==> config.mk <==
export PLATFORM = sky130hd
export DESIGN_NAME = decoder_top
export DESIGN_NICKNAME = d
export VERILOG_FILES = /design/src/common/rv_decode_pkg.sv /design/src/rtl/ctrl_decode.sv /design/src/rtl/decoder_top.sv /design/src/rtl/imm_gen.sv
export VERILOG_INCLUDE_DIRS = /design/src /design/src/common
export SDC_FILE = /design/constraint.sdc
export NUM_CORES = 1
export LEC_CHECK = 0
export ABC_AREA = 1
export BUFFER_PORTS_ARGS = -buffer_cell sky130_fd_sc_hd__buf_2
export CAP_MARGIN = 20
export CORE_ASPECT_RATIO = 1.1
export CORE_UTILIZATION = 47
export CTS_CLUSTER_DIAMETER = 80
export CTS_CLUSTER_SIZE = 24
export DETAILED_ROUTE_END_ITERATION = 6
export GPL_ROUTABILITY_DRIVEN = 1
export HOLD_SLACK_MARGIN = 0.15
export PLACE_DENSITY_LB_ADDON = 0.2
export SLEW_MARGIN = 40
export SYNTH_ARGS = -nofsm -noshare
export SYNTH_HDL_FRONTEND = slang
export SYNTH_SLANG_ARGS = --single-unit
==> constraint.sdc <==
create_clock -name clk -period 1.36 [get_ports clk]
set_input_delay 0.068 -clock clk [delete_from_list [all_inputs] [get_ports clk]]
set_output_delay 0.068 -clock clk [all_outputs]
set_load 0.005 [all_outputs]
==> src/common/rv_decode_consts.svh <==
`ifndef RV_DECODE_CONSTS_SVH
`define RV_DECODE_CONSTS_SVH

////////////////////
// Field widths, fixed by RV32I

`define XLEN        32          // Instruction and immediate width
`define REG_ADDR_W  5           // x0..x31
`define OPCODE_W    7           // inst[6:0]
`define FUNCT3_W    3           // inst[14:12]
`define FUNCT7_W    7           // inst[31:25]

////////////////////
// funct3 for R-type and I-type arithmetic
// The immediate forms share the register forms' encoding

`define FUNCT3_ADD_SUB  3'b000  // ADD, SUB, ADDI
`define FUNCT3_SLL      3'b001  // SLL, SLLI
`define FUNCT3_SLT      3'b010  // SLT, SLTI
`define FUNCT3_SLTU     3'b011  // SLTU, SLTIU
`define FUNCT3_XOR      3'b100  // XOR, XORI
`define FUNCT3_SRL_SRA  3'b101  // SRL, SRA, SRLI, SRAI
`define FUNCT3_OR       3'b110  // OR, ORI
`define FUNCT3_AND      3'b111  // AND, ANDI

// Loads
`define FUNCT3_LB       3'b000
`define FUNCT3_LH       3'b001
`define FUNCT3_LW       3'b010
`define FUNCT3_LBU      3'b100
`define FUNCT3_LHU      3'b101

// Stores
`define FUNCT3_SB       3'b000
`define FUNCT3_SH       3'b001
`define FUNCT3_SW       3'b010

// Branches, 010 and 011 undefined
`define FUNCT3_BEQ      3'b000
`define FUNCT3_BNE      3'b001
`define FUNCT3_BLT      3'b100
`define FUNCT3_BGE      3'b101
`define FUNCT3_BLTU     3'b110
`define FUNCT3_BGEU     3'b111

////////////////////
// funct7

`define FUNCT7_BASE     7'b0000000  // Plain op, and SLLI/SRLI
`define FUNCT7_ALT      7'b0100000  // SUB, SRA, SRAI

`define HALT_INST       32'h00100073  // EBREAK encoding used as HALT

`endif

==> src/common/rv_decode_pkg.sv <==
`default_nettype none

`include "rv_decode_consts.svh"

package rv_decode_pkg;

    ////////////////////
    // Encodings

    typedef enum logic [`OPCODE_W-1:0] {
        OP_RTYPE  = 7'b0110011,   // Register-register ALU
        OP_ITYPE  = 7'b0010011,   // Register-immediate ALU
        OP_LUI    = 7'b0110111,
        OP_AUIPC  = 7'b0010111,
        OP_LOAD   = 7'b0000011,
        OP_STORE  = 7'b0100011,
        OP_JAL    = 7'b1101111,
        OP_JALR   = 7'b1100111,
        OP_BRANCH = 7'b1100011
    } opcode_e;

    typedef enum logic [4:0] {
        ALU_ADD  = 5'b00000,
        ALU_SUB  = 5'b00010,
        ALU_SLT  = 5'b00100,
        ALU_SLTU = 5'b00101,
        ALU_AND  = 5'b01001,
        ALU_OR   = 5'b01010,
        ALU_XOR  = 5'b01011,
        ALU_SLL  = 5'b01110,
        ALU_SRL  = 5'b01111,
        ALU_SRA  = 5'b10000,
        ALU_SRC0 = 5'b10001,      // Pass first operand
        ALU_SRC1 = 5'b10010,      // Pass second operand
        ALU_NONE = 5'b11111       // No valid ALU op
    } alu_op_e;

    typedef enum logic [3:0] {
        DMEM_NONE = 4'd0,
        DMEM_LW   = 4'd1,
        DMEM_LH   = 4'd2,
        DMEM_LB   = 4'd3,
        DMEM_LHU  = 4'd4,
        DMEM_LBU  = 4'd5,
        DMEM_SW   = 4'd9,         // Bit 3 marks a store
        DMEM_SH   = 4'd10,
        DMEM_SB   = 4'd11
    } dmem_e;

    typedef enum logic [1:0] {
        WB_ALU  = 2'd0,
        WB_MEM  = 2'd1,
        WB_PC4  = 2'd2,
        WB_ZERO = 2'd3
    } wb_sel_e;

    typedef enum logic [3:0] {
        BR_NONE = 4'd0,
        BR_BEQ  = 4'd1,
        BR_BNE  = 4'd2,
        BR_BLT  = 4'd3,
        BR_BGE  = 4'd4,
        BR_BLTU = 4'd5,
        BR_BGEU = 4'd6,
        BR_JALR = 4'd8,           // Bit 3 marks an unconditional jump
        BR_JAL  = 4'd9
    } br_type_e;

    typedef enum logic [2:0] {
        IMM_NONE,
        IMM_I,
        IMM_SHIFT,                // shamt field of SLLI/SRLI/SRAI
        IMM_S,
        IMM_B,
        IMM_U,
        IMM_J
    } imm_fmt_e;

    ////////////////////
    // Decode result

    typedef struct packed {
        alu_op_e                 alu_op;
        logic [`REG_ADDR_W-1:0]  rf_ra0;
        logic [`REG_ADDR_W-1:0]  rf_ra1;
        logic [`REG_ADDR_W-1:0]  rf_wa;
        logic                    rf_we;
        logic                    alu_src0_sel;   // 1 selects PC
        logic                    alu_src1_sel;   // 1 selects immediate
        dmem_e                   dmem_access;
        wb_sel_e                 rf_wd_sel;
        br_type_e                br_type;
        logic                    halt;
    } ctrl_t;

    typedef struct packed {
        ctrl_t                   ctrl;
        logic [`XLEN-1:0]        imm;
    } decoded_t;

endpackage

`default_nettype wire

==> src/rtl/ctrl_decode.sv <==
`timescale 1ns/1ps
`default_nettype none

`include "rv_decode_consts.svh"

module ctrl_decode
    import rv_decode_pkg::*;
(
    input  logic [`XLEN-1:0] inst,
    output ctrl_t            ctrl,
    output imm_fmt_e         imm_fmt
);

    opcode_e               opcode;
    logic [`FUNCT3_W-1:0]  funct3;
    logic [`FUNCT7_W-1:0]  funct7;
    logic                  f7_base;     // funct7 all zero
    logic                  f7_alt;      // funct7 with bit 30 set
    logic                  alt_ok;      // funct3 that allows the alternate funct7
    logic                  f7_valid;

    assign opcode   = opcode_e'(inst[6:0]);
    assign funct3   = inst[14:12];
    assign funct7   = inst[31:25];
    assign f7_base  = (funct7 == `FUNCT7_BASE);
    assign f7_alt   = (funct7 == `FUNCT7_ALT);
    assign alt_ok   = (funct3 == `FUNCT3_ADD_SUB) || (funct3 == `FUNCT3_SRL_SRA);
    assign f7_valid = f7_base || (f7_alt && alt_ok);

    always_comb
    begin
        ////////////////////
        // Defaults, the common ALU register case
        ctrl.halt         = (inst == `HALT_INST);
        ctrl.rf_ra0       = inst[19:15];
        ctrl.rf_ra1       = inst[24:20];
        ctrl.rf_wa        = inst[11:7];
        ctrl.rf_we        = 1'b1;
        ctrl.alu_src0_sel = 1'b0;
        ctrl.alu_src1_sel = 1'b0;
        ctrl.alu_op       = ALU_NONE;
        ctrl.dmem_access  = DMEM_NONE;
        ctrl.rf_wd_sel    = WB_ALU;
        ctrl.br_type      = BR_NONE;
        imm_fmt           = IMM_NONE;

        ////////////////////
        // Opcode decode
        case (opcode)
            OP_RTYPE:
            begin
                case (funct3)                               // Both operands from registers
                    `FUNCT3_ADD_SUB:
                        if (f7_alt)
                            ctrl.alu_op = ALU_SUB;
                        else
                            ctrl.alu_op = ALU_ADD;
                    `FUNCT3_SRL_SRA:
                        if (f7_alt)
                            ctrl.alu_op = ALU_SRA;
                        else
                            ctrl.alu_op = ALU_SRL;
                    `FUNCT3_SLL:  ctrl.alu_op = ALU_SLL;
                    `FUNCT3_SLT:  ctrl.alu_op = ALU_SLT;
                    `FUNCT3_SLTU: ctrl.alu_op = ALU_SLTU;
                    `FUNCT3_XOR:  ctrl.alu_op = ALU_XOR;
                    `FUNCT3_OR:   ctrl.alu_op = ALU_OR;
                    default:      ctrl.alu_op = ALU_AND;    // Only 3'b111 left
                endcase
                if (!f7_valid)
                begin
                    ctrl.alu_op = ALU_NONE;                 // Undefined funct7
                    ctrl.rf_we  = 1'b0;
                end
            end
            OP_ITYPE:
            begin
                ctrl.alu_src1_sel = 1'b1;                   // Immediate operand
                ctrl.rf_ra1       = '0;
                imm_fmt           = IMM_I;
                case (funct3)
                    `FUNCT3_ADD_SUB: ctrl.alu_op = ALU_ADD; // No SUBI, funct7 is immediate
                    `FUNCT3_SLL:
                    begin
                        imm_fmt     = IMM_SHIFT;
                        ctrl.alu_op = ALU_SLL;
                    end
                    `FUNCT3_SRL_SRA:
                    begin
                        imm_fmt = IMM_SHIFT;
                        if (f7_alt)
                            ctrl.alu_op = ALU_SRA;
                        else
                            ctrl.alu_op = ALU_SRL;
                    end
                    `FUNCT3_SLT:  ctrl.alu_op = ALU_SLT;
                    `FUNCT3_SLTU: ctrl.alu_op = ALU_SLTU;
                    `FUNCT3_XOR:  ctrl.alu_op = ALU_XOR;
                    `FUNCT3_OR:   ctrl.alu_op = ALU_OR;
                    default:      ctrl.alu_op = ALU_AND;
                endcase
                if ((imm_fmt == IMM_SHIFT) && !f7_valid)
                begin
                    ctrl.alu_op = ALU_NONE;                 // Bad shift funct7
                    ctrl.rf_we  = 1'b0;
                end
            end
            OP_LUI:
            begin
                ctrl.rf_ra0       = '0;
                ctrl.rf_ra1       = '0;
                ctrl.alu_op       = ALU_SRC1;               // Result is the immediate
                ctrl.alu_src1_sel = 1'b1;
                imm_fmt           = IMM_U;
            end
            OP_AUIPC:
            begin
                ctrl.rf_ra0       = '0;
                ctrl.rf_ra1       = '0;
                ctrl.alu_op       = ALU_ADD;                // PC + upper immediate
                ctrl.alu_src0_sel = 1'b1;
                ctrl.alu_src1_sel = 1'b1;
                imm_fmt           = IMM_U;
            end
            OP_LOAD:
            begin
                ctrl.rf_wd_sel    = WB_MEM;
                ctrl.rf_ra1       = '0;
                ctrl.alu_src1_sel = 1'b1;
                ctrl.alu_op       = ALU_ADD;                // rs1 + offset
                imm_fmt           = IMM_I;
                case (funct3)
                    `FUNCT3_LW:  ctrl.dmem_access = DMEM_LW;
                    `FUNCT3_LH:  ctrl.dmem_access = DMEM_LH;
                    `FUNCT3_LB:  ctrl.dmem_access = DMEM_LB;
                    `FUNCT3_LHU: ctrl.dmem_access = DMEM_LHU;
                    `FUNCT3_LBU: ctrl.dmem_access = DMEM_LBU;
                    default:
                    begin
                        ctrl.rf_we  = 1'b0;
                        ctrl.alu_op = ALU_NONE;
                    end
                endcase
            end
            OP_STORE:
            begin
                ctrl.rf_we        = 1'b0;                   // Nothing written back
                ctrl.rf_wa        = '0;
                ctrl.alu_src1_sel = 1'b1;
                ctrl.alu_op       = ALU_ADD;
                imm_fmt           = IMM_S;
                case (funct3)
                    `FUNCT3_SW: ctrl.dmem_access = DMEM_SW;
                    `FUNCT3_SH: ctrl.dmem_access = DMEM_SH;
                    `FUNCT3_SB: ctrl.dmem_access = DMEM_SB;
                    default:    ctrl.alu_op      = ALU_NONE;
                endcase
            end
            OP_JALR:
            begin
                ctrl.rf_wd_sel    = WB_PC4;                 // Link address
                ctrl.rf_ra1       = '0;
                ctrl.alu_src1_sel = 1'b1;
                ctrl.alu_op       = ALU_ADD;                // Target rs1 + imm
                ctrl.br_type      = BR_JALR;
                imm_fmt           = IMM_I;
            end
            OP_JAL:
            begin
                ctrl.rf_wd_sel    = WB_PC4;
                ctrl.rf_ra0       = '0;
                ctrl.rf_ra1       = '0;
                ctrl.alu_src0_sel = 1'b1;
                ctrl.alu_src1_sel = 1'b1;
                ctrl.alu_op       = ALU_ADD;                // Target PC + imm
                ctrl.br_type      = BR_JAL;
                imm_fmt           = IMM_J;
            end
            OP_BRANCH:
            begin
                ctrl.rf_we        = 1'b0;
                ctrl.rf_wa        = '0;
                ctrl.alu_src0_sel = 1'b1;
                ctrl.alu_src1_sel = 1'b1;
                ctrl.alu_op       = ALU_ADD;                // Branch target
                imm_fmt           = IMM_B;
                case (funct3)
                    `FUNCT3_BEQ:  ctrl.br_type = BR_BEQ;
                    `FUNCT3_BNE:  ctrl.br_type = BR_BNE;
                    `FUNCT3_BLT:  ctrl.br_type = BR_BLT;
                    `FUNCT3_BGE:  ctrl.br_type = BR_BGE;
                    `FUNCT3_BLTU: ctrl.br_type = BR_BLTU;
                    `FUNCT3_BGEU: ctrl.br_type = BR_BGEU;
                    default:      ctrl.alu_op  = ALU_NONE;
                endcase
            end
            default:
            begin
                ctrl.rf_we     = 1'b0;                      // Unknown opcode, HALT lands here
                ctrl.rf_wd_sel = WB_ZERO;
            end
        endcase
    end

endmodule

`default_nettype wire

==> src/rtl/decoder_top.sv <==
`timescale 1ns/1ps
`default_nettype none

`include "rv_decode_consts.svh"

module decoder_top
    import rv_decode_pkg::*;
(
    input  logic             clk,
    input  logic             reset,
    input  logic             inst_valid,
    input  logic [`XLEN-1:0] inst,
    output logic             out_valid,
    output decoded_t         decoded
);

    ctrl_t            ctrl_d;       // Combinational control decode
    imm_fmt_e         imm_fmt;
    logic [`XLEN-1:0] imm_d;
    ctrl_t            ctrl_q;       // Pipeline register, control half
    logic [`XLEN-1:0] imm_q;        // Pipeline register, immediate half

    ////////////////////
    // Decode, zero cycles

    ctrl_decode ctrl0 (
        .inst    (inst),
        .ctrl    (ctrl_d),
        .imm_fmt (imm_fmt)
    );

    imm_gen imm0 (
        .inst    (inst),
        .imm_fmt (imm_fmt),
        .imm     (imm_d)
    );

    ////////////////////
    // Output register, one cycle

    always_ff @(posedge clk)
    begin
        if (reset)
        begin
            out_valid     <= 1'b0;
            ctrl_q        <= '0;            // No write, access, branch or halt
            ctrl_q.alu_op <= ALU_NONE;
        end
        else
        begin
            out_valid <= inst_valid;
            if (inst_valid)
                ctrl_q <= ctrl_d;           // Hold last result when idle
        end
    end

    always_ff @(posedge clk)
    begin
        if (inst_valid)
            imm_q <= imm_d;
    end

    assign decoded = {ctrl_q, imm_q};

endmodule

`default_nettype wire

==> src/rtl/imm_gen.sv <==
`timescale 1ns/1ps
`default_nettype none

`include "rv_decode_consts.svh"

module imm_gen
    import rv_decode_pkg::*;
(
    input  logic [`XLEN-1:0] inst,
    input  imm_fmt_e         imm_fmt,
    output logic [`XLEN-1:0] imm
);

    logic sign;                                 // inst[31], sign of every format but shift

    assign sign = inst[31];

    always_comb
    begin
        case (imm_fmt)
            IMM_I:
                imm = {{20{sign}}, inst[31:20]};
            IMM_SHIFT:
                imm = {{27{inst[24]}}, inst[24:20]};  // shamt, extended from bit 24
            IMM_S:
                imm = {{20{sign}}, inst[31:25], inst[11:7]};
            IMM_B:
                imm = {{20{sign}}, inst[7], inst[30:25], inst[11:8], 1'b0};
            IMM_U:
                imm = {inst[31:12], 12'b0};           // Upper 20 bits
            IMM_J:
                imm = {{12{sign}}, inst[19:12], inst[20], inst[30:21], 1'b0};
            default:
                imm = '0;                             // R-type and unknown
        endcase
    end

endmodule

`default_nettype wire

==> impl_metrics.toml <==
[detailed_routing]
wl_met1_um = 4360
drtPass1Iterations = 5
top_layer = "met4"
drt_iter0_markers = 197
via_count = 3611
drt_wl_total_um = 10200
routedWlPerCell_um = 14.7
post-route-drc-count = 0
wl_met3_um = 583
ant_nets = 0
metal2_wl_um = 4980
drt-vias-per-instance = 5.21

[clock_network]
tritoncts = "done"
clock_sinks = 67
clk_latency_ps = 350
clockBufferDepth = 2
clk_pin_slew_ps = 80
cts_buffers = 9
post-cts-setup-buffer-count = 0
cts.htree.levels = 3
ctsRootBufferMaster = "sky130_fd_sc_hd__clkbuf_8"

[layout]
diodes = 0
drive_gt1_share_pct = 34.0
post-route-util_pct = 69.1
nets = 638
layoutNonFillerInstCount = 693
fin_area_mm2 = 0.00487
fillerInstances = 594
layout-area-overhead-vs-synth_pct = 40.7

[die]
dieWidth_um = 83.8
floorplan.core_area_mm2 = 0.00705
initial_core_util_pct = 49.1
chipHeight_um = 92.0
floorplan.rows = 32
ioPinCount = 102
fp.dieArea_mm2 = 0.00771

[min_path]
hold_path_class = "in2reg"

[timing]
finalHoldViolCount = 0
finalCritPeriodShare_pct = 90.6
worst_slew_pin_slew_ps = 369
final_setup_margin_ps = 127
unrepaired_setup_endpoints_after_global_routing = "false"
slew_viol_final = 0
slew_headroom_pct = 75.2
maxClockFrequency_ghz = 0.811
period_needed_ps = 1230
setup_viol = 0
final.setup_skew_ps = 0

[placement]
place_area_mm2 = 0.00441
dp.cells = 653
gp_congestion = 0.919
port-buffer-count = 101
pre_cts_slack_ps = -287
dpl.hpwl_um = 7180

[setup_path]
cp_cell_sequence = "buf_2 > nand2_1 > nor2_2 > nand2_2 > nand2_2 > nor2_2 > nand2_1 > nand3_2 > nand2_1 > nand2_1"
cpMaxStageDelayCell = "sky130_fd_sc_hd__nor2_2"
crit_path_max_incr_delay_ps = 300
end_kind = "flip-flop"
timing.critical_path.from_type = "primary input"
top_cell_family_by_delay_on_the_critical_path = "simple AND/OR/NAND/NOR gates"
path_type_of_the_worst_setup_path = "in2reg"
critPathBufInv = 1
cp.arrival_ps = 1340
crit_path_frequent_cell = "sky130_fd_sc_hd__nand2_1"
path_max_fanout = 6
cp.required_ps = 1470

[pwr]
ir_drop_uv = 603
finalPower_mw = 4.50
static-leakage-power_nw = 2.46
ratio_of_total_power_to_cell_area_mw_per_mm2 = 924

[yosys]
ys_async_sr_fraction_pct = 0
yosysWarnings = 0
post_synth_edffs = 32
synth.net_count = 468
leading_post_synthesis_cells_by_instance_count = "sky130_fd_sc_hd__nand2_1, sky130_fd_sc_hd__nand3_1, sky130_fd_sc_hd__a21oi_1"
yosys_register_bits = 67
synth_seq_area_share_pct = 48.0
netlist.top_cell.by_area = "sky130_fd_sc_hd__edfxtp_1"
syn-cell-area_mm2 = 0.00346
synth_flop_cell = "sky130_fd_sc_hd__dfxtp_1"
synth_most_common_cell = "sky130_fd_sc_hd__nand2_1"
synth_top_area_share_pct = 27.8
yosys-top-cells-area = "sky130_fd_sc_hd__edfxtp_1, sky130_fd_sc_hd__dfxtp_1, sky130_fd_sc_hd__nand2_1"
synth_area_per_cell_um2 = 7.99
synth.distinct_cells = 33
syn-instance-count = 433

[job]
max_cap_violations = 0

[global_routing]
global_routing_usage_summed_across_all_routing_layers_pct = 26.8
antenna_found_initial = 0
grt_pass1_vias = 3372
globalRoute.totalOverflow = 0
first_pass_grt_wire_length_um = 16200
grt_start_max_net_pins = 28

[run_status]
run_status = "completed"
==> repair_timing <==
item                                   in CTS  in global routing
endpoints found under the hold margin      43                  0
hold buffers                               24                  0
resized for setup                           0                  9
setup endpoints to repair                   0                 28
==> where the power goes <==
group | total, mW | switching [mW] | internal, mW
registers | 2.26 | 0.0363 | 2.22
clock network | 1.59 | 0.815 | 0.775
logic | 0.650 | 0.359 | 0.291
==> final timing paths <==
kind	startpoint	to	slack [ps]	cells past startpoint
setup / recovery	inst[1]	imm_q[5]	130	10
hold / removal	inst[30]	imm_q[10]	170	3
setup reg to reg	decoded[44]	decoded[44]	700	2
hold reg to reg	decoded[32]	decoded[32]	470	2
==> kinds of logic after synthesis <==
| family | share of synthesized area [%] |
|---|---|
| and+or+nand+nor | 33.7 |
| DFF | 48.0 |
| AOI/OAI and AO/OA | 11.1 |
| buffers and inverters | 7.13 |
==> routing by layer <==
metal / vias to the layer above / GRT usage, %
met2: 134 / 45.6
met3: 21 / 5.31
met4: 0 / 10.5
li1: 1793 / -
met1: 1663 / 33.5
met5: - / 0
==> state kept, by name (all words and copies together), names as in the netlist <==
register   count
imm_q         32
out_valid      1
decoded       34
==> layout make-up <==
cell class / instances / area, um^2 / area share [%]
Clock inverter: 5 / 31.3 / 0.643
Timing Repair Buffer: 176 / 1180 / 24.2
Multi-Input combinational cell: 308 / 1580 / 32.5
Sequential cell: 67 / 1660 / 34.1
Clock buffer: 11 / 153 / 3.14
Inverter: 41 / 154 / 3.16
Tap cell: 85 / 106 / 2.19
==> cells in the final DEF, fill, tap and decap left out, types with 2 or more instances in the layout <==
cell type and instances:
sky130_fd_sc_hd__inv_2 4, sky130_fd_sc_hd__inv_1 37, sky130_fd_sc_hd__inv_4 2, sky130_fd_sc_hd__o21ai_0 28, sky130_fd_sc_hd__nor3_1 5, sky130_fd_sc_hd__nand2_2 6
sky130_fd_sc_hd__edfxtp_1 32, sky130_fd_sc_hd__nor2_4 7, sky130_fd_sc_hd__buf_2 98, sky130_fd_sc_hd__a31oi_1 3, sky130_fd_sc_hd__dlygate4sd3_1 23, sky130_fd_sc_hd__buf_12 3
sky130_fd_sc_hd__nand3_2 13, sky130_fd_sc_hd__dfxtp_1 35, sky130_fd_sc_hd__buf_4 49, sky130_fd_sc_hd__nand4_1 8, sky130_fd_sc_hd__clkinv_2 2, sky130_fd_sc_hd__nor2_2 5
sky130_fd_sc_hd__a21oi_1 40, sky130_fd_sc_hd__nand2_1 99, sky130_fd_sc_hd__nor2_1 38, sky130_fd_sc_hd__nand3_1 43, sky130_fd_sc_hd__o21ai_1 2, sky130_fd_sc_hd__clkbuf_8 9
sky130_fd_sc_hd__nand4_4 2
==> worst register-to-register path: cells and delay by family, from the launching register on <==
kind,cells,cell delay (ps)
flip-flops,1,320
AO/OA/AOI/OAI,2,230
==> through the flow <==
stage               hold slack [ps]  TNS, ps
floorplan                       180        0
global placement                329    -5530
detailed placement              339    -7640
CTS                             177        0
global route                    168        0
finish                          170        0
Note: power is estimated with default switching activity, not from simulation.
